$ cat src/rtl/sd_config_pkg.sv
/* Filter and system constants for the four-channel sigma-delta demodulator.
   Imported by the stream package and by every RTL module. */
`default_nettype none

package sd_config_pkg;

    //////////////////////////////////////////////////
    // Channel set
    //////////////////////////////////////////////////

    // Number of modulator inputs and filter channels
    localparam int n_channels = 4;
    localparam int chan_id_width = $clog2(n_channels);

    //////////////////////////////////////////////////
    // CIC filter
    //////////////////////////////////////////////////

    // Modulator samples per output sample
    localparam int decimation_ratio = 64;
    localparam int decim_count_width = $clog2(decimation_ratio);
    // Integrator and comb stage count
    localparam int cic_order = 3;
    // Bit growth is order times log2 of the ratio, plus the input bit
    localparam int cic_width = 1 + cic_order * decim_count_width;
    localparam int sample_width = 16;
    // Drop the low bits so full scale lands at 2**15
    localparam int output_shift = cic_width - sample_width;

    //////////////////////////////////////////////////
    // Modulator clock and register bus
    //////////////////////////////////////////////////

    // System clocks per modulator clock period, power of two
    localparam int mod_clock_div = 4;
    localparam int mod_div_width = $clog2(mod_clock_div);
    // Two threshold registers per channel
    localparam int reg_addr_width = $clog2(2 * n_channels);

endpackage

`default_nettype wire

$ cat src/rtl/sd_stream_pkg.sv
/* Beat and threshold types shared by the channels, register file and combiner. */
`default_nettype none

package sd_stream_pkg;

    import sd_config_pkg::*;

    // One output beat, 20 bits, channel id in the top bits
    typedef struct packed {
        logic [chan_id_width-1:0] chan_id;
        // Unsigned filter output
        logic [sample_width-1:0]  sample;
        logic                     above_high;
        logic                     below_low;
    } sd_beat_t;

    // Per-channel limit pair, high half first
    typedef struct packed {
        logic [sample_width-1:0] high;
        logic [sample_width-1:0] low;
    } sd_thresholds_t;

    // Limits of all channels, index is the channel id
    typedef sd_thresholds_t [n_channels-1:0] sd_threshold_array_t;

endpackage

`default_nettype wire

$ cat src/rtl/sd_clock_gen.sv
/* Modulator clock divider with per-sample and decimation strobes.
   A sync pulse restarts both counters so all channels share the same phase. */
`timescale 1ns/1ps
`default_nettype none

module sd_clock_gen import sd_config_pkg::*; (
    input  logic clock,
    input  logic rst_n,
    input  logic sync,
    output logic mod_clock,
    output logic sample_strobe,
    output logic decim_strobe
);

    // Phase inside one modulator clock period
    logic [mod_div_width-1:0]     div;
    // Samples taken in the current decimation period
    logic [decim_count_width-1:0] sample_count;

    //////////////////////////////////////////////////
    // Counters
    //////////////////////////////////////////////////

    always_ff @(posedge clock) begin
        if (!rst_n || sync) begin
            div          <= '0;
            sample_count <= '0;
        end else begin
            // Divider wraps on its own at mod_clock_div
            div <= div + 1'b1;
            if (sample_strobe) begin
                sample_count <= sample_count + 1'b1;
            end
        end
    end

    //////////////////////////////////////////////////
    // Outputs
    //////////////////////////////////////////////////

    // High for the second half of the period, low out of reset
    assign mod_clock = div[mod_div_width-1];

    // Pulse in the cycle where mod_clock goes high
    assign sample_strobe = (div == mod_div_width'(mod_clock_div / 2));

    // Last sample of the period closes the decimation window
    assign decim_strobe = sample_strobe &&
                          (sample_count == decim_count_width'(decimation_ratio - 1));

    // Boundary sample is a real modulator sample, taken where mod_clock rises
    a_decim_on_sample: assert property (
        @(posedge clock) disable iff (!rst_n)
        decim_strobe |-> (sample_strobe && mod_clock && !$past(mod_clock))
    ) else $error("decim_strobe away from a mod_clock rising edge");

endmodule

`default_nettype wire

$ cat src/rtl/sd_channel.sv
/* One sigma-delta channel with a CIC3 decimator and a threshold comparator.
   Emits one beat per decimation period, one clock after decim_strobe. */
`timescale 1ns/1ps
`default_nettype none

module sd_channel import sd_config_pkg::*, sd_stream_pkg::*; (
    input  logic                     clock,
    input  logic                     rst_n,
    input  logic                     sync,
    input  logic                     sample_strobe,
    input  logic                     decim_strobe,
    input  logic                     mod_bit,
    input  logic [chan_id_width-1:0] chan_id,
    input  sd_thresholds_t           limits,
    output logic                     result_valid,
    output sd_beat_t                 result
);

    // Integrator state and its next value with the current bit added
    logic [cic_order-1:0][cic_width-1:0] integ;
    logic [cic_order-1:0][cic_width-1:0] integ_next;
    // Delay element of each comb stage
    logic [cic_order-1:0][cic_width-1:0] comb_delay;
    // Comb chain, stage 0 is the last integrator
    logic [cic_order:0][cic_width-1:0]   comb_stage;
    logic [sample_width-1:0]             scaled;
    logic                                above_high;
    logic                                below_low;

    //////////////////////////////////////////////////
    // Integrators at the modulator rate
    //////////////////////////////////////////////////

    always_comb begin
        // Input bit counts as 0 or 1
        integ_next[0] = integ[0] + cic_width'(mod_bit);
        for (int s = 1; s < cic_order; s++) begin
            integ_next[s] = integ[s] + integ_next[s-1];
        end
    end

    //////////////////////////////////////////////////
    // Combs at the decimated rate
    //////////////////////////////////////////////////

    always_comb begin
        // Boundary sample is already in integ_next
        comb_stage[0] = integ_next[cic_order-1];
        for (int s = 0; s < cic_order; s++) begin
            comb_stage[s+1] = comb_stage[s] - comb_delay[s];
        end
    end

    // All arithmetic wraps, the true result always fits in cic_width
    always_ff @(posedge clock) begin
        if (!rst_n || sync) begin
            integ      <= '0;
            comb_delay <= '0;
        end else begin
            if (sample_strobe) begin
                integ <= integ_next;
            end
            if (decim_strobe) begin
                for (int s = 0; s < cic_order; s++) begin
                    comb_delay[s] <= comb_stage[s];
                end
            end
        end
    end

    //////////////////////////////////////////////////
    // Scaling, compare and result register
    //////////////////////////////////////////////////

    // Keep the top sample_width bits
    assign scaled     = comb_stage[cic_order][cic_width-1:output_shift];
    assign above_high = (scaled > limits.high);
    assign below_low  = (scaled < limits.low);

    always_ff @(posedge clock) begin
        if (!rst_n) begin
            result_valid <= 1'b0;
        end else begin
            // No beat for a period cut short by sync
            result_valid <= decim_strobe && !sync;
        end
    end

    always_ff @(posedge clock) begin
        if (decim_strobe && !sync) begin
            result.chan_id    <= chan_id;
            result.sample     <= scaled;
            result.above_high <= above_high;
            result.below_low  <= below_low;
        end
    end

    // Full scale of the CIC gain maps to 2**15 after the shift
    a_sample_range: assert property (
        @(posedge clock) disable iff (!rst_n || sync)
        decim_strobe |-> (scaled <= sample_width'(2 ** (sample_width - 1)))
    ) else $error("channel %0d sample %0h out of range", chan_id, scaled);

endmodule

`default_nettype wire

$ cat src/rtl/sd_register_file.sv
/* Threshold registers, two per channel, written by a plain strobe.
   Readback is combinational from reg_addr. */
`timescale 1ns/1ps
`default_nettype none

module sd_register_file import sd_config_pkg::*, sd_stream_pkg::*; (
    input  logic                      clock,
    input  logic                      rst_n,
    input  logic                      reg_write,
    input  logic [reg_addr_width-1:0] reg_addr,
    input  logic [sample_width-1:0]   reg_wdata,
    output logic [sample_width-1:0]   reg_rdata,
    output sd_threshold_array_t       thresholds
);

    // Address 2n is high, 2n+1 is low of channel n
    logic [chan_id_width-1:0] addr_chan;
    logic                     addr_low;

    assign addr_chan = reg_addr[reg_addr_width-1:1];
    assign addr_low  = reg_addr[0];

    //////////////////////////////////////////////////
    // Storage
    //////////////////////////////////////////////////

    always_ff @(posedge clock) begin
        if (!rst_n) begin
            // Flags stay quiet until software sets real limits
            for (int c = 0; c < n_channels; c++) begin
                thresholds[c].high <= '1;
                thresholds[c].low  <= '0;
            end
        end else if (reg_write) begin
            if (addr_low) begin
                thresholds[addr_chan].low <= reg_wdata;
            end else begin
                thresholds[addr_chan].high <= reg_wdata;
            end
        end
    end

    //////////////////////////////////////////////////
    // Readback
    //////////////////////////////////////////////////

    always_comb begin
        if (addr_low) begin
            reg_rdata = thresholds[addr_chan].low;
        end else begin
            reg_rdata = thresholds[addr_chan].high;
        end
    end

endmodule

`default_nettype wire

$ cat src/rtl/sd_stream_combiner.sv
/* Merges the channel results into one valid/ready stream in channel order.
   Each channel has one slot; a result over a full slot sets the sticky overflow. */
`timescale 1ns/1ps
`default_nettype none

module sd_stream_combiner import sd_config_pkg::*, sd_stream_pkg::*; (
    input  logic                         clock,
    input  logic                         rst_n,
    input  logic [n_channels-1:0]        result_valid,
    input  sd_beat_t [n_channels-1:0]    results,
    output logic                         out_valid,
    input  logic                         out_ready,
    output sd_beat_t                     out_beat,
    output logic                         overflow
);

    // One slot per channel
    sd_beat_t [n_channels-1:0] slot;
    logic [n_channels-1:0]     full;
    // Slot view with this cycle's results merged in
    sd_beat_t [n_channels-1:0] eff_beat;
    logic [n_channels-1:0]     eff_full;
    logic [chan_id_width-1:0]  pick;
    logic [n_channels-1:0]     take_mask;
    logic                      load_out;

    //////////////////////////////////////////////////
    // Slot view and priority pick
    //////////////////////////////////////////////////

    always_comb begin
        for (int c = 0; c < n_channels; c++) begin
            // New result wins over the old slot contents
            eff_full[c] = full[c] || result_valid[c];
            eff_beat[c] = result_valid[c] ? results[c] : slot[c];
        end
    end

    // Walk down so the lowest pending channel ends up picked
    always_comb begin
        pick = '0;
        for (int c = n_channels - 1; c >= 0; c--) begin
            if (eff_full[c]) begin
                pick = chan_id_width'(c);
            end
        end
    end

    // Output register is free or being drained this cycle
    assign load_out = !out_valid || out_ready;

    always_comb begin
        take_mask = '0;
        if (load_out && (|eff_full)) begin
            take_mask[pick] = 1'b1;
        end
    end

    //////////////////////////////////////////////////
    // Slots and output register
    //////////////////////////////////////////////////

    always_ff @(posedge clock) begin
        if (!rst_n) begin
            full      <= '0;
            out_valid <= 1'b0;
            overflow  <= 1'b0;
        end else begin
            full <= eff_full & ~take_mask;
            if (load_out) begin
                out_valid <= |eff_full;
            end
            // Sticky until reset
            if (|(result_valid & full)) begin
                overflow <= 1'b1;
            end
        end
    end

    always_ff @(posedge clock) begin
        for (int c = 0; c < n_channels; c++) begin
            if (result_valid[c]) begin
                slot[c] <= results[c];
            end
        end
        if (load_out) begin
            out_beat <= eff_beat[pick];
        end
    end

    // A stalled beat stays put until it is taken
    a_stall_stable: assert property (
        @(posedge clock) disable iff (!rst_n)
        (out_valid && !out_ready) |=> (out_valid && $stable(out_beat))
    ) else $error("out_beat changed while stalled");

endmodule

`default_nettype wire

$ cat src/rtl/sd_processor.sv
/* Top level of the four-channel sigma-delta demodulator.
   Drives mod_clock to the modulators and streams decimated samples out. */
`timescale 1ns/1ps
`default_nettype none

module sd_processor import sd_config_pkg::*, sd_stream_pkg::*; (
    input  logic                      clock,
    input  logic                      rst_n,
    input  logic                      sync,
    input  logic [n_channels-1:0]     mod_data,
    output logic                      mod_clock,
    input  logic                      reg_write,
    input  logic [reg_addr_width-1:0] reg_addr,
    input  logic [sample_width-1:0]   reg_wdata,
    output logic [sample_width-1:0]   reg_rdata,
    output logic                      out_valid,
    input  logic                      out_ready,
    output sd_beat_t                  out_beat,
    output logic                      overflow
);

    logic                      sample_strobe;
    logic                      decim_strobe;
    sd_threshold_array_t       thresholds;
    logic [n_channels-1:0]     result_valid;
    sd_beat_t [n_channels-1:0] results;

    //////////////////////////////////////////////////
    // Clocking and control
    //////////////////////////////////////////////////

    sd_clock_gen u_clock_gen (
        .clock         (clock),
        .rst_n         (rst_n),
        .sync          (sync),
        .mod_clock     (mod_clock),
        .sample_strobe (sample_strobe),
        .decim_strobe  (decim_strobe)
    );

    sd_register_file u_register_file (
        .clock      (clock),
        .rst_n      (rst_n),
        .reg_write  (reg_write),
        .reg_addr   (reg_addr),
        .reg_wdata  (reg_wdata),
        .reg_rdata  (reg_rdata),
        .thresholds (thresholds)
    );

    //////////////////////////////////////////////////
    // Filter channels
    //////////////////////////////////////////////////

    // All channels share the strobes, so their results arrive together
    for (genvar g = 0; g < n_channels; g++) begin : g_channel
        sd_channel u_channel (
            .clock         (clock),
            .rst_n         (rst_n),
            .sync          (sync),
            .sample_strobe (sample_strobe),
            .decim_strobe  (decim_strobe),
            .mod_bit       (mod_data[g]),
            .chan_id       (chan_id_width'(g)),
            .limits        (thresholds[g]),
            .result_valid  (result_valid[g]),
            .result        (results[g])
        );
    end

    //////////////////////////////////////////////////
    // Output stream
    //////////////////////////////////////////////////

    sd_stream_combiner u_combiner (
        .clock        (clock),
        .rst_n        (rst_n),
        .result_valid (result_valid),
        .results      (results),
        .out_valid    (out_valid),
        .out_ready    (out_ready),
        .out_beat     (out_beat),
        .overflow     (overflow)
    );

endmodule

`default_nettype wire

$ cat config.mk
export PLATFORM = sky130hd
export DESIGN_NAME = sd_processor
export DESIGN_NICKNAME = d
export VERILOG_FILES = /design/src/rtl/sd_config_pkg.sv /design/src/rtl/sd_stream_pkg.sv /design/src/rtl/sd_clock_gen.sv /design/src/rtl/sd_channel.sv /design/src/rtl/sd_register_file.sv /design/src/rtl/sd_stream_combiner.sv /design/src/rtl/sd_processor.sv
export SDC_FILE = /design/constraint.sdc
export NUM_CORES = 2
export LEC_CHECK = 0
export CAP_MARGIN = 25
export CORE_UTILIZATION = 40
export CTS_BUF_LIST = sky130_fd_sc_hd__clkbuf_2
export CTS_CLUSTER_SIZE = 40
export DETAILED_ROUTE_END_ITERATION = 8
export DONT_BUFFER_PORTS = 1
export GPL_ROUTABILITY_DRIVEN = 0
export GPL_TIMING_DRIVEN = 1
export SETUP_SLACK_MARGIN = 0.05
export SKIP_CTS_REPAIR_TIMING = 1
export SLEW_MARGIN = 20
export SYNTH_ARGS = -nofsm -noshare
export SYNTH_HDL_FRONTEND = slang
export SYNTH_SLANG_ARGS = --single-unit
$ cat constraint.sdc
create_clock -name clock -period 11.29 [get_ports clock]
set_clock_uncertainty 0.15 [all_clocks]
set_input_delay 0 -clock clock [delete_from_list [all_inputs] [get_ports clock]]
set_output_delay 0 -clock clock [all_outputs]
set_load 0.03 [all_outputs]
## After elaboration in Yosys (flattened, before gate mapping)

Cells that the tools add are included.
W data, S select, Z words.

| cells by class | value |
|---|---|
| add/subtract/negate cells | 26 |
| bitwise gates (word level) | 3 |
| multiplexer cells | 23 |
| reductions and logical operators | 16 |
| equality and inequality tests | 2 |
| magnitude comparators | 12 |

Operators by type and width:

| cell | number |
|---|---|
| $bwmux W128 | 2 |
| $sub A19 B19 Y19 | 12 |
| $add A19 B19 Y19 | 8 |
| $demux W32 S2 | 2 |
| $mux W128 | 1 |
| $mux W20 | 5 |
| $add A19 B1 Y19 | 4 |
| $bmux W32 S2 | 1 |
| $gt A16 B16 Y1 | 4 |
| $lt A16 B16 Y1 | 4 |
| $mux W32 | 2 |
| $bmux W20 S2 | 1 |
| $mux W16 | 2 |
| $and A4 B4 Y4 | 2 |
| $mux W2 | 4 |
| $reduce_or A4 Y1 | 2 |
| $add A6 B1 Y6 const B | 1 |
| $eq A6 B6 Y1 const B | 1 |
| $logic_or A1 B1 Y1 | 6 |
| $lt A2 B3 Y1 const B | 2 |
| $logic_and A1 B1 Y1 | 5 |
| $ge A2 B1 Y1 const B | 2 |
| $mux W4 | 1 |
| $not A4 Y4 | 1 |
| 5 further kinds | 7 |

| storage, ports and cells | value |
|---|---|
| register bits after elaboration | 771 |

## Depth between registers and ports, before layout

| depth | value |
|---|---|
| word-level depth | 12 |
| gate-level depth with buffers | 43 |
| mapped depth without buffers | 43 |

## Cells and area by module

From an unflattened synthesis, not the netlist that was laid out.

| unflattened totals | value |
|---|---|
| cell total of the unflattened synthesis | 5536 |
| area, all modules | 49480.0 µm² |

Modules (own cells, without submodules):

| module | area an instance (µm²) | seq. area each (µm²) | cells each | instances |
|---|---|---|---|---|
| sd_channel at g_channel[3].u_channel | 9992.1 | 2902.8 | 1168 | 1 |
| sd_channel at g_channel[1].u_channel | 9780.6 | 2902.8 | 1125 | 1 |
| sd_channel at g_channel[0].u_channel | 9771.9 | 2902.8 | 1131 | 1 |
| sd_channel at g_channel[2].u_channel | 9736.8 | 2902.8 | 1124 | 1 |
| sd_register_file | 5957.0 | 2562.5 | 647 | 1 |
| sd_stream_combiner | 3897.5 | 2322.2 | 303 | 1 |
| sd_clock_gen | 336.6 | 160.2 | 36 | 1 |
| sd_processor | 7.5 | 0.0 | 2 | 1 |

## Least setup slack after synthesis

No wires, ideal clock.

| timing path | value |
|---|---|
| path kind | reg-to-reg |
| start point | register g_channel[3].u_channel.integ[0] (netlist name) |
| end point | register g_channel[3].u_channel.result[0] (netlist name), data pin |
| data required time | 10885 ps |
| setup slack | 2526 ps |
| arrival time | 8359 ps |
| clock period less this slack | 8764 ps |
| path buffers | 0 |
| library setup time | 255 ps |
| cell stages (with the launch flop) | 39 |
| path through | dfxtp_1 ha_1 and3_1 and3_1 and3_1 xor2_1 ha_1 a2111oi_4 o211ai_2 nand3_2 nor2b_1 ha_1 or2_2 o311a_1 o21a_1 nor2_1 xnor2_1 ha_1 (+3 left out) o21ai_0 xnor2_1 ha_1 and2_1 a22o_1 a311oi_1 xnor2_1 ha_1 a21boi_0 o21a_1 mux2_2 a2111oi_0 xnor3_1 ha_1 nand4_1 nor2_1 o2111ai_1 and3_1 |

RTL lines:

| item | line | source |
|---|---|---|
| start, declared | sd_channel.sv:20 | `logic [cic_order-1:0][cic_width-1:0] integ;` |
| start signal, assigned | sd_channel.sv:61 | `integ <= integ_next;` |
| end, declared | sd_channel.sv:16 | `output sd_beat_t result` |

==> impl_metrics.json <==
{
  "coreArea_mm2": 0.119,
  "ys_seq_area_share_pct": 34.0,
  "antenna_left": 0,
  "mappedNetlistNets": 6211,
  "synth_top_area_cell": "dfxtp_1",
  "whs_ps": -4.62,
  "hold-path-cell-count": 7,
  "clk_latency_ps": 1630,
  "max_slew_margin_pct": 22.8,
  "netSwitchingPower_w": 0.00245,
  "layout-drive-gt1-share_pct": 9.06,
  "period_share_pct": 89.9,
  "power_frac_comb_pct": 28.6,
  "clk_path_buf_depth": 3,
  "slew_violations": 0,
  "antenna_found_initial": 5,
  "fin_crit_ps": 10150,
  "gr-total-overflow": 0,
  "crit_fanout": 5,
  "ir_drop_uv": 70.9,
  "rows": 126,
  "grtUsageTotal_pct": 18.7,
  "final_cells": 7614,
  "p_int_w": 0.00440,
  "grt_pass1_wl_mm": 186,
  "dp_cells": 7071,
  "final-hold-violation-count": 1,
  "cp_slowest_stage_delay_ps": 580,
  "p_clk_share_pct": 29.8,
  "grt_max_degree": 196,
  "arrival_ps": 11310,
  "vias_per_cell": 5.10,
  "vias": 38800,
  "tns_ps": 0,
  "r2r-start": "g_channel[3].u_channel.integ[0]",
  "holdPathEnd": "g_channel[1].u_channel.integ[3]",
  "wire_per_inst_um": 15.4,
  "firstDrtPassIters": 7,
  "ctsRootBufferMaster": "clkbuf_2",
  "syn-instance-count": 5663,
  "ys_top_cells_by_area": "dfxtp_1 28%, ha_1 13%, nand2_1 6.0%, edfxtp_1 5.7%, a21oi_1 4.2%",
  "startpoint_type": "flop",
  "hold_path.class": "input port to flop",
  "synthArstFlopShare_pct": 0,
  "layout_commonest_cell": "nand2_1",
  "start_util_pct": 40.5,
  "rrSetupSlack_ps": 1140,
  "setup_viol": 0,
  "die_y_um": 349,
  "violations": "negative hold slack",
  "place.port_buffers": 0,
  "cts_made_buffers": 207,
  "cts_num_sinks": 771,
  "rsz0062_at_grt": "no",
  "cts_tree": "done",
  "nNetsFinal": 6379,
  "final_cell_mix": "774 x nand2_1, 678 x dfxtp_1, 503 x ha_1, 494 x nor2_1, 459 x inv_1",
  "die-area_mm2": 0.122,
  "end_kind": "flop",
  "drc_errors": 0,
  "fp.dieW_um": 349,
  "slowest_stage": "dlygate4sd3_1",
  "fmaxAchievable_ghz": 0.0985,
  "boundaryPins": 67,
  "synth-edff-count": 92,
  "yosysTopAreaCellShare_pct": 28.2,
  "ff2ff_path_depth": 39,
  "grt_pass1_vias": 36300,
  "drt-initial-drc-count": 2203,
  "dp_hpwl_mm": 81.5,
  "min-delay-start": "mod_data[1]",
  "area_growth_syn_to_layout_pct": 10.4,
  "power_density_mw_per_mm2": 129,
  "yosysWarnings": 0,
  "syn_area_mm2": 0.0481,
  "tightest_slew_ps": 1150,
  "power.share.sequential_pct": 41.7,
  "synth_seq_cells": 771,
  "rr_endpoint": "g_channel[3].u_channel.result[0]",
  "swShare_pct": 35.7,
  "worstPathRequired_ps": 12450,
  "outcome": "complete, but fails checks",
  "fin_total_pwr_w": 0.00685,
  "cap_violations": 0,
  "wl_mm": 117,
  "crit_type": "flop to flop",
  "h-tree-depth": 4,
  "worst_path_most_repeated_cell": "ha_1",
  "synth_ff_type": "dfxtp_1",
  "synth_cell_types": 95,
  "p_leak_nw": 21.7,
  "path_clk_slew_ps": 100,
  "synth.avg_cell_area_um2": 8.50
}
==> worst max-delay path by stage <==
stage / startpoint / to / slack [ps]
final: g_channel[3].u_channel.integ[0] / g_channel[3].u_channel.result[0] / 1140
after global routing: g_channel[3].u_channel.integ[0] / g_channel[3].u_channel.result[0] / 380
after CTS: g_channel[3].u_channel.integ[0] / g_channel[3].u_channel.result[0] / 1580
after detailed placement: g_channel[3].u_channel.integ[0] / g_channel[3].u_channel.result[0] / 1620
after global placement: g_channel[3].u_channel.integ[0] / g_channel[3].u_channel.result[0] / 1760
after floorplan: g_channel[3].u_channel.integ[0] / g_channel[3].u_channel.result[0] / 2530
==> metrics by stage <==
step	worst slack, ps	hold WS, ps	cell area [µm²]	utilization (%)
4_1_cts	1580	-1900	51500	43.4
6_report	1140	-4.62	53100	44.8
3_3_place_gp	1760	-71.1	49600	41.8
5_1_grt	378	-51.1	53100	44.8
2_1_floorplan	2530	98.3	48100	-
3_5_place_dp	1620	-58.2	49600	41.8
==> sequential cells by signal (all words and copies together) (netlist names), 4 cells and up <==
name / flops
g_channel.u_channel.comb_delay: 228
g_channel.u_channel.integ: 228
u_register_file.thresholds: 128
u_combiner.slot: 80
g_channel.u_channel.result: 72
u_combiner.out_beat: 20
u_clock_gen.sample_count: 6
u_combiner.full: 4
==> worst max-delay path, delay by kind of cell (launching register included) <==
kind	cells	cell delay, ps
AND/OR/NAND/NOR	8	1330
flip-flops	1	320
adder cells (fa/ha/maj)	8	2550
multiplexers	1	340
AO/OA/AOI/OAI	16	3520
XOR/XNOR	5	1120
buffers and inverters	1	580
==> cells by family (layout without fill, tap and decap cells) <==
kind of cell | after synthesis | after routing | share of synthesized area [%]
adder cells (fa/ha/maj) | 520 | 520 | 13.8
flip-flops | 771 | 771 | 34.0
multiplexers | 243 | 243 | 6.08
AO/OA/AOI/OAI | 1213 | 1213 | 16.3
buffers and inverters | 691 | 1034 | 5.46
XOR/XNOR | 427 | 427 | 7.97
other | 0 | 8 | 0
AND/OR/NAND/NOR | 1798 | 1798 | 16.5
==> power groups by stage <==
stage                     Combinational [W]  Clock, W  Sequential, W
after detailed placement            0.00187         0        0.00292
final                               0.00196   0.00204        0.00285
after floorplan                     0.00133         0        0.00291
after global placement              0.00183         0        0.00292
after global routing                0.00218   0.00229        0.00286
after CTS                           0.00189   0.00214        0.00285
==> synthesized netlist by cell type (32+ instances only) <==
library cell  instances
nand2_1             774
ha_1                504
and3_1               59
xor2_1              206
nor2b_1              67
dfxtp_1             679
o21a_1              103
o211ai_1             82
a21oi_1             402
nand2b_1             53
xnor2_1             214
nor2_1              498
nand3_1              80
clkbuf_1            193
a21o_1               70
mux4_2               32
mux2_2               74
nor3_1              104
inv_1               459
a211oi_1             58
o21ai_0             194
mux2i_1             137
a21boi_0            101
edfxtp_1             92
nand4_1              49
==> layout make-up <==
cell class                      count  area (µm²)
Multi-Input combinational cell   4201       29200
Antenna cell                        8        20.0
Fill cell                       11700       65600
Clock inverter                     76         387
Timing Repair Buffer              191        1900
Sequential cell                   771       16400
Inverter                          459        1720
Clock buffer                      308        1540
Tap cell                         1600        2000
==> routing by layer <==
layer  wire length [µm]  GRT usage, %
met2              51800          29.3
met3               6310          4.07
met5                  0             0
met1              55300          24.7
met4               3520          7.65
No activity file was read; power rests on OpenSTA's default activity.
